`config.mk`:
```
export PLATFORM = sky130hd
export DESIGN_NAME = io_sys
export DESIGN_NICKNAME = d
export VERILOG_FILES = /design/src/io_pkg.sv /design/src/ms_timer.sv /design/src/watchdog.sv /design/src/stack_mon.sv /design/src/sys_ctrl.sv /design/src/io_sys.sv
export SDC_FILE = /design/constraint.sdc
export NUM_CORES = 1
export LEC_CHECK = 0
export BUFFER_PORTS_ARGS = -buffer_cell sky130_fd_sc_hd__buf_2
export CORE_MARGIN = 2
export CORE_UTILIZATION = 32
export DETAILED_ROUTE_END_ITERATION = 16
export HOLD_SLACK_MARGIN = 0.06
export PLACE_DENSITY = 0.61
export SETUP_SLACK_MARGIN = 0.15
export SLEW_MARGIN = 10
export SYNTH_ARGS = -nofsm -noshare
export SYNTH_HDL_FRONTEND = slang
export SYNTH_SLANG_ARGS = --single-unit
```
`constraint.sdc`:
```
create_clock -name clk -period 2.3 [get_ports clk]
set_clock_uncertainty 0.1 [all_clocks]
set_input_delay 0.46 -clock clk [delete_from_list [all_inputs] [get_ports clk]]
set_output_delay 0.46 -clock clk [all_outputs]
set_load 0.05 [all_outputs]
```
`src/io_pkg.sv`:
```
// bus widths, i/o word map, error bit positions, timing constants
package io_pkg;

  // --------------------
  // bus
  // --------------------
  localparam int ADDR_W   = 22;  // word address, byte bits 23:2
  localparam int DATA_W   = 32;
  localparam int IO_OFS_W = 6;   // 64 words in the i/o page

  // upper address bits of the i/o page, all ones
  localparam logic [ADDR_W-IO_OFS_W-1:0] IO_PAGE = '1;

  // --------------------
  // i/o word offsets
  // --------------------
  localparam logic [IO_OFS_W-1:0] IO_TMR = 6'd48;  // ms timer, one word
  localparam logic [IO_OFS_W-1:0] IO_SCS = 6'd46;  // sys ctrl, words 46..47
  localparam logic [IO_OFS_W-1:0] IO_STM = 6'd40;  // stack monitor, words 40..43
  localparam logic [IO_OFS_W-1:0] IO_WD  = 6'd36;  // watchdog, one word

  // timing
  localparam int MS_TICK_DIV = 50_000;  // 50 MHz system clock
  localparam int RST_PULSE   = 4;       // cycles of sys reset after an error

  // --------------------
  // errors
  // --------------------
  // lowest bit wins when several come at once
  localparam int ERR_W      = 4;
  localparam int ERR_CODE_W = $clog2(ERR_W);
  localparam int ERR_EXT    = 0;  // abort button or similar
  localparam int ERR_WD     = 1;  // watchdog expired
  localparam int ERR_LIM    = 2;  // stack below limit
  localparam int ERR_HOT    = 3;  // stack in hot zone

  // device widths
  localparam int SP_W = 24;  // stack pointer and pc
  localparam int WD_W = 16;  // watchdog timeout and elapsed count

endpackage

```
`src/ms_timer.sv`:
```
// millisecond prescaler and running millisecond counter
`timescale 1ns/1ns

module ms_timer #(
  parameter int tick_div = io_pkg::MS_TICK_DIV  // clock cycles per ms
) (
  input  logic                      clk,
  input  logic                      rst_n,
  input  logic                      stb,
  output logic [io_pkg::DATA_W-1:0] data_out,  // ms since reset
  output logic                      ms_tick
);
  import io_pkg::*;

  localparam int DIV_W = (tick_div > 1) ? $clog2(tick_div) : 1;

  logic [DIV_W-1:0]  div_cnt;  // prescaler
  logic [DATA_W-1:0] ms_cnt;

  // prescaler, tick on wrap
  always_ff @(posedge clk) begin
    if (!rst_n) begin
      div_cnt <= '0;
      ms_tick <= 1'b0;
    end else if (div_cnt == DIV_W'(tick_div - 1)) begin
      div_cnt <= '0;
      ms_tick <= 1'b1;  // high for one cycle
    end else begin
      div_cnt <= div_cnt + 1'b1;
      ms_tick <= 1'b0;
    end
  end

  always_ff @(posedge clk) begin
    if (!rst_n) ms_cnt <= '0;
    else if (ms_tick) ms_cnt <= ms_cnt + 1'b1;  // one cycle after the tick
  end

  assign data_out = stb ? ms_cnt : '0;  // read only, writes dropped

  a_tick_single: assert property (@(posedge clk) disable iff (!rst_n) ms_tick |=> !ms_tick);

endmodule

```
`src/watchdog.sv`:
```
// reloadable millisecond watchdog with sticky trigger
`timescale 1ns/1ns

module watchdog (
  input  logic                      clk,
  input  logic                      rst_n,
  input  logic                      stb,
  input  logic                      we,
  input  logic [io_pkg::WD_W-1:0]   data_in,   // new timeout in ms
  input  logic                      tick,      // ms tick
  output logic [io_pkg::DATA_W-1:0] data_out,  // elapsed, timeout
  output logic                      trig
);
  import io_pkg::*;

  logic [WD_W-1:0] timeout;   // 0 = disabled
  logic [WD_W-1:0] elapsed;   // ms since last kick
  logic [WD_W-1:0] elapsed_nxt;
  logic            wr;

  assign wr          = stb & we;
  assign elapsed_nxt = elapsed + 1'b1;

  // --------------------
  // kick and count
  // --------------------
  always_ff @(posedge clk) begin
    if (!rst_n) begin
      timeout <= '0;
      elapsed <= '0;
      trig    <= 1'b0;
    end else if (wr) begin
      // kick: reload and restart
      timeout <= data_in;
      elapsed <= '0;
      trig    <= 1'b0;
    end else if (tick && !trig) begin
      elapsed <= elapsed_nxt;  // holds once expired
      if (timeout != '0 && elapsed_nxt == timeout) begin
        trig <= 1'b1;  // stays until next kick
      end
    end
  end

  // elapsed in the upper half, timeout in the lower
  assign data_out = DATA_W'({elapsed, timeout});

endmodule

```
`src/stack_mon.sv`:
```
// stack limit and hot-zone comparators, lowest stack pointer watermark
`timescale 1ns/1ns

module stack_mon (
  input  logic                      clk,
  input  logic                      rst_n,
  input  logic                      stb,
  input  logic                      we,
  input  logic [1:0]                addr,     // word 0..3
  input  logic [io_pkg::SP_W-1:0]   data_in,
  input  logic [io_pkg::SP_W-1:0]   sp_in,    // sampled cpu sp
  output logic [io_pkg::DATA_W-1:0] data_out,
  output logic                      trig_lim,
  output logic                      trig_hot
);
  import io_pkg::*;

  logic [SP_W-1:0] lim;    // word 0, 0 = off
  logic [SP_W-1:0] hot;    // word 1, 0 = off
  logic [SP_W-1:0] wmark;  // word 2, lowest sp seen
  logic            wr;

  assign wr = stb & we;

  // bound registers
  always_ff @(posedge clk) begin
    if (!rst_n) begin
      lim <= '0;
      hot <= '0;
    end else if (wr) begin
      case (addr)
        2'd0:    lim <= data_in;
        2'd1:    hot <= data_in;
        default: ;  // words 2, 3 handled elsewhere or read only
      endcase
    end
  end

  // --------------------
  // comparators, one cycle behind sp
  // --------------------
  always_ff @(posedge clk) begin
    if (!rst_n) begin
      trig_lim <= 1'b0;
      trig_hot <= 1'b0;
    end else begin
      trig_lim <= (lim != '0) && (sp_in < lim);
      trig_hot <= (hot != '0) && (sp_in < hot);
    end
  end

  // watermark, any write to word 2 restarts it
  always_ff @(posedge clk) begin
    if (!rst_n) wmark <= '1;
    else if (wr && addr == 2'd2) wmark <= '1;
    else if (sp_in < wmark) wmark <= sp_in;  // only ever moves down
  end

  always_comb begin
    case (addr)
      2'd0:    data_out = DATA_W'(lim);
      2'd1:    data_out = DATA_W'(hot);
      2'd2:    data_out = DATA_W'(wmark);
      default: data_out = DATA_W'({trig_hot, trig_lim});  // status bits
    endcase
  end

  a_wmark_down: assert property (@(posedge clk) disable iff (!rst_n)
    !(wr && addr == 2'd2) |=> wmark <= $past(wmark));

endmodule

```
`src/sys_ctrl.sv`:
```
// system control: first-error latch, error pc capture, reset pulse
`timescale 1ns/1ns

module sys_ctrl (
  input  logic                      clk,
  input  logic                      rst_n,     // board reset only
  input  logic                      stb,
  input  logic                      we,
  input  logic                      addr,      // 0 ctrl/status, 1 error pc
  input  logic [io_pkg::DATA_W-1:0] data_in,
  input  logic [io_pkg::ERR_W-1:0]  err_sig,   // bit 0 highest priority
  input  logic [io_pkg::SP_W-1:0]   err_addr,  // cpu pc
  output logic [io_pkg::DATA_W-1:0] data_out,
  output logic                      sys_rst_n
);
  import io_pkg::*;

  localparam int PULSE_W = $clog2(RST_PULSE + 1);

  logic                  rst_en;     // reset on error
  logic                  err_valid;
  logic [ERR_CODE_W-1:0] err_code;
  logic [SP_W-1:0]       err_pc;
  logic [PULSE_W-1:0]    pulse_cnt;  // remaining reset cycles
  logic                  wr_ctrl;
  logic                  err_new;    // first error, latch now

  // index of the lowest set error bit
  function automatic logic [ERR_CODE_W-1:0] first_err(input logic [ERR_W-1:0] sig);
    logic [ERR_CODE_W-1:0] code;
    code = '0;
    for (int i = ERR_W - 1; i >= 0; i--) begin
      if (sig[i]) code = ERR_CODE_W'(i);  // lower bits overwrite
    end
    return code;
  endfunction

  assign wr_ctrl = stb & we & ~addr;
  assign err_new = ~err_valid & (|err_sig);

  // --------------------
  // control and error latch
  // --------------------
  always_ff @(posedge clk) begin
    if (!rst_n) begin
      rst_en    <= 1'b0;
      err_valid <= 1'b0;
      err_code  <= '0;
    end else begin
      if (wr_ctrl) rst_en <= data_in[0];
      if (err_new) begin
        err_valid <= 1'b1;
        err_code  <= first_err(err_sig);
      end else if (wr_ctrl && data_in[1]) begin
        err_valid <= 1'b0;  // clear, next error latches fresh
      end
    end
  end

  always_ff @(posedge clk) begin
    if (err_new) err_pc <= err_addr;  // pc at the moment of latching
  end

  // reset pulse starts on the latching edge
  always_ff @(posedge clk) begin
    if (!rst_n) pulse_cnt <= '0;
    else if (err_new && rst_en) pulse_cnt <= PULSE_W'(RST_PULSE);
    else if (pulse_cnt != '0) pulse_cnt <= pulse_cnt - 1'b1;
  end

  assign sys_rst_n = (pulse_cnt == '0);

  // word 0: code in 5:4, valid bit 1, enable bit 0
  always_comb begin
    if (addr) data_out = DATA_W'(err_pc);
    else      data_out = DATA_W'({err_code, 2'b00, err_valid, rst_en});
  end

  a_pulse_len: assert property (@(posedge clk) disable iff (!rst_n)
    $fell(sys_rst_n) |-> ##[1:RST_PULSE] sys_rst_n);

endmodule

```
`src/io_sys.sv`:
```
// i/o page top: address decode, read data and ack mux, error vector, devices
`timescale 1ns/1ns

module io_sys #(
  parameter int tick_div = io_pkg::MS_TICK_DIV  // clock cycles per ms
) (
  input  logic                      clk,
  input  logic                      rst_n,
  input  logic                      bus_stb,
  input  logic                      bus_we,
  input  logic [io_pkg::ADDR_W-1:0] bus_addr,   // word address
  input  logic [io_pkg::DATA_W-1:0] bus_dout,   // write data from master
  output logic [io_pkg::DATA_W-1:0] bus_din,    // read data to master
  output logic                      bus_ack,
  input  logic [io_pkg::SP_W-1:0]   cpu_sp,
  input  logic [io_pkg::SP_W-1:0]   cpu_pc,
  input  logic                      err_ext,
  output logic                      sys_rst_n,
  output logic                      wd_trig
);
  import io_pkg::*;

  logic [IO_OFS_W-1:0] io_ofs;     // word inside the page
  logic                io_stb;
  logic                tmr_stb;
  logic                scs_stb;
  logic                stm_stb;
  logic                wd_stb;
  logic                dev_rst_n;  // board reset or error reset
  logic [DATA_W-1:0]   tmr_dout;
  logic [DATA_W-1:0]   scs_dout;
  logic [DATA_W-1:0]   stm_dout;
  logic [DATA_W-1:0]   wd_dout;
  logic                ms_tick;
  logic                stm_trig_lim;
  logic                stm_trig_hot;
  logic [ERR_W-1:0]    err_vec;

  assign dev_rst_n = rst_n & sys_rst_n;  // sys_ctrl itself stays on rst_n

  // --------------------
  // address decode
  // --------------------
  assign io_ofs  = bus_addr[IO_OFS_W-1:0];
  assign io_stb  = bus_stb && (bus_addr[ADDR_W-1:IO_OFS_W] == IO_PAGE);
  assign tmr_stb = io_stb && (io_ofs == IO_TMR);
  assign scs_stb = io_stb && (io_ofs[IO_OFS_W-1:1] == IO_SCS[IO_OFS_W-1:1]);  // 2 words
  assign stm_stb = io_stb && (io_ofs[IO_OFS_W-1:2] == IO_STM[IO_OFS_W-1:2]);  // 4 words
  assign wd_stb  = io_stb && (io_ofs == IO_WD);

  // read data mux, unmapped page words read zero
  always_comb begin
    if (tmr_stb)      bus_din = tmr_dout;
    else if (scs_stb) bus_din = scs_dout;
    else if (stm_stb) bus_din = stm_dout;
    else if (wd_stb)  bus_din = wd_dout;
    else              bus_din = '0;
  end

  // every device acks in the strobe cycle, so any page hit acks
  // outside the page nothing answers
  assign bus_ack = io_stb;

  // error vector in priority order
  always_comb begin
    err_vec          = '0;
    err_vec[ERR_EXT] = err_ext;
    err_vec[ERR_WD]  = wd_trig;
    err_vec[ERR_LIM] = stm_trig_lim;
    err_vec[ERR_HOT] = stm_trig_hot;
  end

  // --------------------
  // devices
  // --------------------
  ms_timer #(.tick_div(tick_div)) tmr_0 (
    .clk(clk), .rst_n(dev_rst_n), .stb(tmr_stb),
    .data_out(tmr_dout), .ms_tick(ms_tick)
  );

  watchdog wd_0 (
    .clk(clk), .rst_n(dev_rst_n), .stb(wd_stb), .we(bus_we),
    .data_in(bus_dout[WD_W-1:0]), .tick(ms_tick),
    .data_out(wd_dout), .trig(wd_trig)
  );

  stack_mon stm_0 (
    .clk(clk), .rst_n(dev_rst_n), .stb(stm_stb), .we(bus_we),
    .addr(bus_addr[1:0]), .data_in(bus_dout[SP_W-1:0]), .sp_in(cpu_sp),
    .data_out(stm_dout), .trig_lim(stm_trig_lim), .trig_hot(stm_trig_hot)
  );

  sys_ctrl scs_0 (
    .clk(clk), .rst_n(rst_n), .stb(scs_stb), .we(bus_we),
    .addr(bus_addr[0]), .data_in(bus_dout), .err_sig(err_vec), .err_addr(cpu_pc),
    .data_out(scs_dout), .sys_rst_n(sys_rst_n)
  );

endmodule

```
==> results of run 1 <==
## final cells by class
| class | instances | area [sq um] |
|---|---|---|
| inverters | 81 | 307 |
| well taps | 448 | 561 |
| diodes | 1 | 2.50 |
| multi-input cells | 987 | 7330 |
| flip-flops and latches | 187 | 4020 |
| clock inverters | 10 | 138 |
| fillers | 3183 | 17400 |
| clock buffers | 22 | 487 |
| repair buffers | 343 | 3150 |
## where the power goes
group	leakage (uW)	internal (uW)	switching, uW	total, uW
Sequential	0.00155	3540	176	3710
Combinational	0.00455	1470	1750	3210
Clock	0.000301	1850	1370	3210
## final timing paths
check | to | slack (ns) | cells past startpoint
worst min register to register | tmr_0.div_cnt[0] | 0.36 | 1
worst max register to register | stm_0.wmark[2] | -0.16 | 14
worst max-delay path | bus_din[4] | -0.21 | 10
worst min-delay path | scs_0.err_pc[17] | 0.08 | 1
## routing by layer
metal	routed length [um]	up-vias	global-route usage, %
li1	-	5249	-
met1	16800	5267	27.3
met5	13	-	0
met4	1500	2	8.27
met2	19300	333	38.1
met3	2070	92	3.95
## worst register-to-register path: cells and delay by family, from the launching register on
| family | cells | cell delay, ns |
|---|---|---|
| DFF | 1 | 0.33 |
| adders and majority gates | 1 | 0.26 |
| AOI/OAI and AO/OA | 2 | 0.25 |
| buffers and inverters | 6 | 0.78 |
| and+or+nand+nor | 5 | 0.62 |
## per-stage QoR
stage	setup WS, ns	total power, uW	cells	setup TNS, ns	utilization (%)
global route	-0.266	10500	2079	-11.23	47.9
CTS	-0.221	9870	2065	-5.81	46.2
detailed placement	-0.630	6080	1999	-27.44	40.6
floorplan	-0.374	5120	1324	-7.30	-
finish	-0.214	10100	2079	-7.50	47.9
global placement	-0.636	6030	1999	-25.78	40.6
## logic make-up (layout without fill, tap and decap cells)
| kind of cell | Yosys count | in the layout | share of synthesized area (%) |
|---|---|---|---|
| adders and majority gates | 74 | 74 | 8.56 |
| other | 0 | 1 | 0 |
| AOI/OAI and AO/OA | 285 | 285 | 16.8 |
| buffers and inverters | 151 | 456 | 5.94 |
| muxes | 27 | 27 | 2.73 |
| xor gates and xnor gates | 78 | 78 | 6.32 |
| and+or+nand+nor | 522 | 523 | 22.8 |
| DFF | 187 | 187 | 36.9 |
## cell usage in the layout (no fill, tap or decap), types with 10 or more instances in the layout
cell,instances
and3_1,13
buf_2,90
dfxtp_2,23
dfxtp_1,139
nor4_1,17
nand4_1,32
edfxtp_1,24
nor2b_1,11
buf_8,14
nand3_2,30
a21oi_2,13
a21o_1,38
buf_4,157
nor3_1,10
o21ai_0,18
buf_16,12
buf_6,49
o21ai_1,11
ha_4,10
xor2_1,50
xnor2_1,28
inv_1,69
nand2_1,207
nor2_1,96
a21oi_1,106
ha_1,62
inv_2,11
nand3_4,12
nand3_1,32
buf_12,20
clkbuf_16,19
mux2i_1,24
## state kept, by name, indices dropped and copies added, names as in the netlist
register and cells:
wd_0.elapsed 16, tmr_0.ms_tick 1, scs_0.err_code 2, stm_0.trig_hot 1, scs_0.pulse_cnt 3, tmr_0.ms_cnt 32, stm_0.trig_lim 1, stm_0.wmark 24
wd_0.timeout 16, stm_0.hot 24, stm_0.lim 24, scs_0.rst_en 1, tmr_0.div_cnt 16, wd_0.trig 1, scs_0.err_pc 24, scs_0.err_valid 1
## timing repair
item	CTS	global route
gates resized for setup	197	101
cloned	15	0
setup buffers	19	13
pin swaps	41	52
setup endpoints to repair	58	61
hold buffers	0	0
==> metrics.txt, run 1 <==
PnR worst setup slack=-0.214 ns; num rows=67; Clock Tree Buf Depth=2; Worst-Skew Late Latency=0.45 ns; Die Height=188 um; data arrival time at the worst-slack endpoint=1.95 ns; Crit Path Max Fanout=8; unrepaired setup endpoints after global routing=true; dpl hpwl=28200 um; vias in the first global route=10700; CP required=1.74 ns; max-slew violations=0; initial antenna violation count=2; DP Area=13500 sq um; status=complete, but fails checks; Final min period=2.51 ns; H-tree levels=4; critical path's slowest cell=and3_4; Least-Margin Pin Slew=0.494 ns; fmax=398 MHz; final setup violation count=56; Final nets=1798; crit path buf inv count=4; top_reg_cell synth=dfxtp_1; most frequent cell after synthesis=nand2_1; yosys warns=0; DR DRC count=0; Clock Tree Root=clkbuf_16; crit path launch type=input port; Async S/R FF share, synth=0%; P&R area growth vs syn=48.0%; Worst IR Drop VDD=0.608 mV; Seq cells post-synth=187; Starting Density=32.4%; hold_ws=0.0842 ns; clock sinks=187; Routed WL=39600 um; TritonCTS clock tree=yes; Fin. Hold Viols=0; final instance area=16000 sq um; failing checks=setup timing; leading area contributor after synthesis=dfxtp_1; CP top delay family=simple AND/OR/NAND/NOR gates; most repeated library cell on the critical path=buf_6; worst hold path class=input port to flip-flop; die width=188 um; number of vias per cell=5.26; full die area=35300 sq um; Critical Path Source=bus_addr[14]; pin count of the biggest net entering global routing=78; clock-pin slew on the worst setup and hold paths=0.08 ns; Leakage Power=0.00640 uW; Post-Syn Instances=1324; gpl congestion=0.901; Yosys top cell area share=30.2%; Core Area=33400 sq um; Min-Delay Startpoint=cpu_pc[17]; Critical Path End Type=output pin; num ports=142; top post-synthesis cells by area=dfxtp_1, ha_1, nand2_1; GRT Overall Usage=22.0%; RR Startpoint=stm_0.wmark[22]; CTS buffer count=17; sequential element share of the synthesized area=36.9%; router iterations before antenna repair=6; DR vias=10900; Mapped Avg Cell Area=8.16 sq um; Net Count, Synth=1505; synth unique cells=62; crit-path cells=buf_6 > nand4_1 > nor2_4 > buf_6 > and3_4 > and3_4 > a22oi_2 > buf_4 > o21ai_4 > buf_6; first-pass GRT wire length=60300 um; wire per inst=19.1 um; Remaining Overflow, GRT=0; crit share post-route=109%; Max Cap Viol=0; pwr dens=634 nW/um^2; remaining antenna violation count=0; Setup CP Type=input port to output pin; max_slew headroom=67.0%; IO Port Bufs=133; post-synthesis cell area=10800 sq um; most frequent cells after synthesis=nand2_1, dfxtp_1, a21oi_1; DRT iter0 DRCs=779; CP max stage delay=0.28 ns; proportion of layout cells with a drive suffix above 1=34.8%; Post-synth EDFFs=24
Note: power is estimated with default switching activity, not from simulation.
==> run 2, diff against run 1 <==
- BUFFER_PORTS_ARGS: -buffer_cell sky130_fd_sc_hd__buf_2 -> -buffer_cell sky130_fd_sc_hd__buf_4
==> run 2 against run 1 <==
- hold slack got worse by 0.0015 ns
- the flow still finishes with violations (setup timing)
- combinational power rose by 3%
- clock power fell by 8.1%
- utilization fell by 0.42 points
- clock-buffer cell count fell by 3
- critical path type unchanged
- highest routed layer is now met4
- final cell count barely moved
- global-route usage fell by 0.48 points
- critical path depth did not move
- largest power group unchanged
- largest cell class unchanged
- non-clock buffer count rose by 2
- sequential power barely moved
- via count fell by 2.0%
==> metrics.txt, run 2 (same netlist as run 1, synthesis figures left out) <==
wire per inst=18.4 um (-3.6%); status=complete, but fails checks; Final Util=47.5% (-0.42 points); final setup violation count=56 (unchanged); H-tree levels=4 (unchanged); crit-path cells=buf_6 > nand4_1 > nor2_2 > buf_4 > and3_4 > and3_4 > a22oi_2 > buf_4 > o21ai_4 > buf_6; Max Cap Viol=0 (unchanged); R2R setup slack=-0.14 ns (+0.02 ns); Fin. Hold Viols=0 (unchanged); data arrival time at the worst-slack endpoint=1.97 ns (+0.02 ns); # diodes=0 (-1); vias in the first global route=10400 (-2.1%); failing checks=setup timing; placed insts=2009 (+0.50%); Critical Path End Type=output pin; router iterations before antenna repair=5 (-1); fillers=3168 (-0.47%); sequential cell area=4000 sq um (-0.34%); DR vias=10700 (-2.0%); Hold EP=scs_0.err_pc[7]; die width=188 um (unchanged); IO Port Bufs=133 (unchanged); TritonCTS clock tree=yes; multi-input logic area=7060 sq um (-3.7%); Starting Density=32.4% (unchanged); Min-Delay Startpoint=cpu_pc[7]; Cells on Worst Hold Path=1 (unchanged); max-slew violations=0 (unchanged); Final min period=2.53 ns (+0.0189 ns); Clock Tree Buf Depth=2 (unchanged); crit path buf inv count=4 (unchanged); clock-pin slew on the worst setup and hold paths=0.08 ns (about the same); critical path's slowest cell=and3_4; num ports=142 (unchanged); Largest register FFs=32 (unchanged); Worst IR Drop VDD=0.599 mV (-1.6%); Die Height=188 um (unchanged); PnR worst setup slack=-0.233 ns (-0.0189 ns); GRT Overall Usage=21.6% (-0.48 points); CP top delay family=simple AND/OR/NAND/NOR gates; most common cell after layout, fill and taps aside=buf_4; full die area=35300 sq um (unchanged); crit path launch type=input port; most frequent cells in the layout=buf_4, nand2_1, dfxtp_1; FF-to-FF End=stm_0.wmark[9]; clock sinks=187 (unchanged); Crit Path Max Fanout=8 (unchanged); pwr dens=629 nW/um^2 (-0.74%); max_slew headroom=66.7% (-0.29 points); num rows=67 (unchanged); Leakage Power=0.00640 uW (about the same); proportion of layout cells with a drive suffix above 1=33.5% (-1.4 points); DR DRC count=0 (unchanged); pin count of the biggest net entering global routing=82 (+5.1%); Core Area=33400 sq um (unchanged); unrepaired setup endpoints after global routing=true; Remaining Overflow, GRT=0 (unchanged); gpl congestion=0.946 (+5.0%); Least-Margin Pin Slew=0.498 ns (+0.00430 ns); Setup CP Type=input port to output pin; Routed WL=38200 um (-3.6%); CP max stage delay=0.27 ns (about the same); Clock Tree Root=clkbuf_16; P&R area growth vs syn=46.7%; CTS buffer count=17 (unchanged); Worst-Skew Late Latency=0.45 ns (about the same); fmax=395 MHz (-0.75%); cells on worst reg2reg path=11 (-3); Final nets=1800 (+0.11%); first-pass GRT wire length=59300 um (-1.7%); dpl hpwl=28100 um (about the same); initial antenna violation count=0 (-2); Most flops, register=tmr_0.ms_cnt; DRT iter0 DRCs=723 (-7.2%); remaining antenna violation count=0 (unchanged); final cell count without fillers=2080 (+0.048%); RR Startpoint=stm_0.wmark[5]; CP required=1.74 ns (about the same); number of vias per cell=5.15 (-2.1%); Power Total=9970 uW (-1.6%); worst hold path class=input port to flip-flop; crit share post-route=110% (+0.82 points)
## run 2: changes by cell type in the layout (fill, tap and decap cells not counted), moves of 9 or more
cell,previous run,this run
buf_2,90,0
buf_4,157,255
dfxtp_1,139,148
nand3_1,32,42
o221ai_2,0,9
o221ai_4,9,0
## run 2: through the flow
step / worst slack [ns] / setup TNS, ns / cell area [sq um] / hold WS (ns)
2_1_floorplan: -0.374 / -7.30 / 11300 / 0.326
3_3_place_gp: -0.538 / -30.65 / 14000 / 0.343
3_5_place_dp: -0.566 / -32.38 / 14000 / 0.362
4_1_cts: -0.226 / -7.10 / 15500 / 0.0666
5_1_grt: -0.283 / -12.32 / 15900 / 0.0600
6_report: -0.233 / -7.74 / 15900 / 0.0827
## run 2: per-layer routing
metal / GRT usage, % / vias to the layer above / wire (um)
met2: 37.5 / 287 / 19100
met4: 5.75 / 0 / 725
met5: 0 / - / 0
met3: 3.33 / 42 / 1840
li1: - / 5238 / -
met1: 27.8 / 5155 / 16600
## run 2: worst register-to-register path: stages, from the launching register on
cell and delay, ns:
dfxtp_1 0.40, inv_1 0.09, ha_1 0.33, and3_1 0.20, a21oi_1 0.17, o21ai_1 0.18
o21ai_4 0.27, buf_6 0.19, buf_12 0.11, buf_16 0.10, a21o_1 0.12, nand3_2 0.07
## run 2: layout make-up
| class | count | share of cell area [%] |
|---|---|---|
| Timing Repair Buffer | 345 | 21.2 |
| Tap cell | 448 | 3.53 |
| Sequential cell | 187 | 25.2 |
| Multi-Input combinational cell | 987 | 44.5 |
| Clock inverter | 13 | 0.757 |
| Inverter | 81 | 1.92 |
| Clock buffer | 19 | 2.79 |
## run 2: timing repair
item	CTS	global route
hold buffers	0	0
setup buffers	21	4
setup endpoints to repair	58	63
gates resized for setup	145	58
cloned	12	2
pin swaps	22	36
## run 2: report_power, final
part | internal, uW | leakage (uW) | switching, uW
clock network | 1470 | 0.000281 | 1480
registers | 3530 | 0.00155 | 174
logic | 1610 | 0.00458 | 1710
total | 6610 | 0.00640 | 3360
## run 2: worst max-delay path by stage
stage	cells past startpoint	end	start
after CTS	10	bus_din[5]	bus_addr[15]
final	10	bus_din[5]	bus_addr[14]
after global placement	10	bus_din[22]	bus_addr[0]
after global routing	10	bus_din[5]	bus_addr[14]
after floorplan	8	bus_din[21]	bus_addr[0]
after detailed placement	10	bus_din[21]	bus_addr[0]
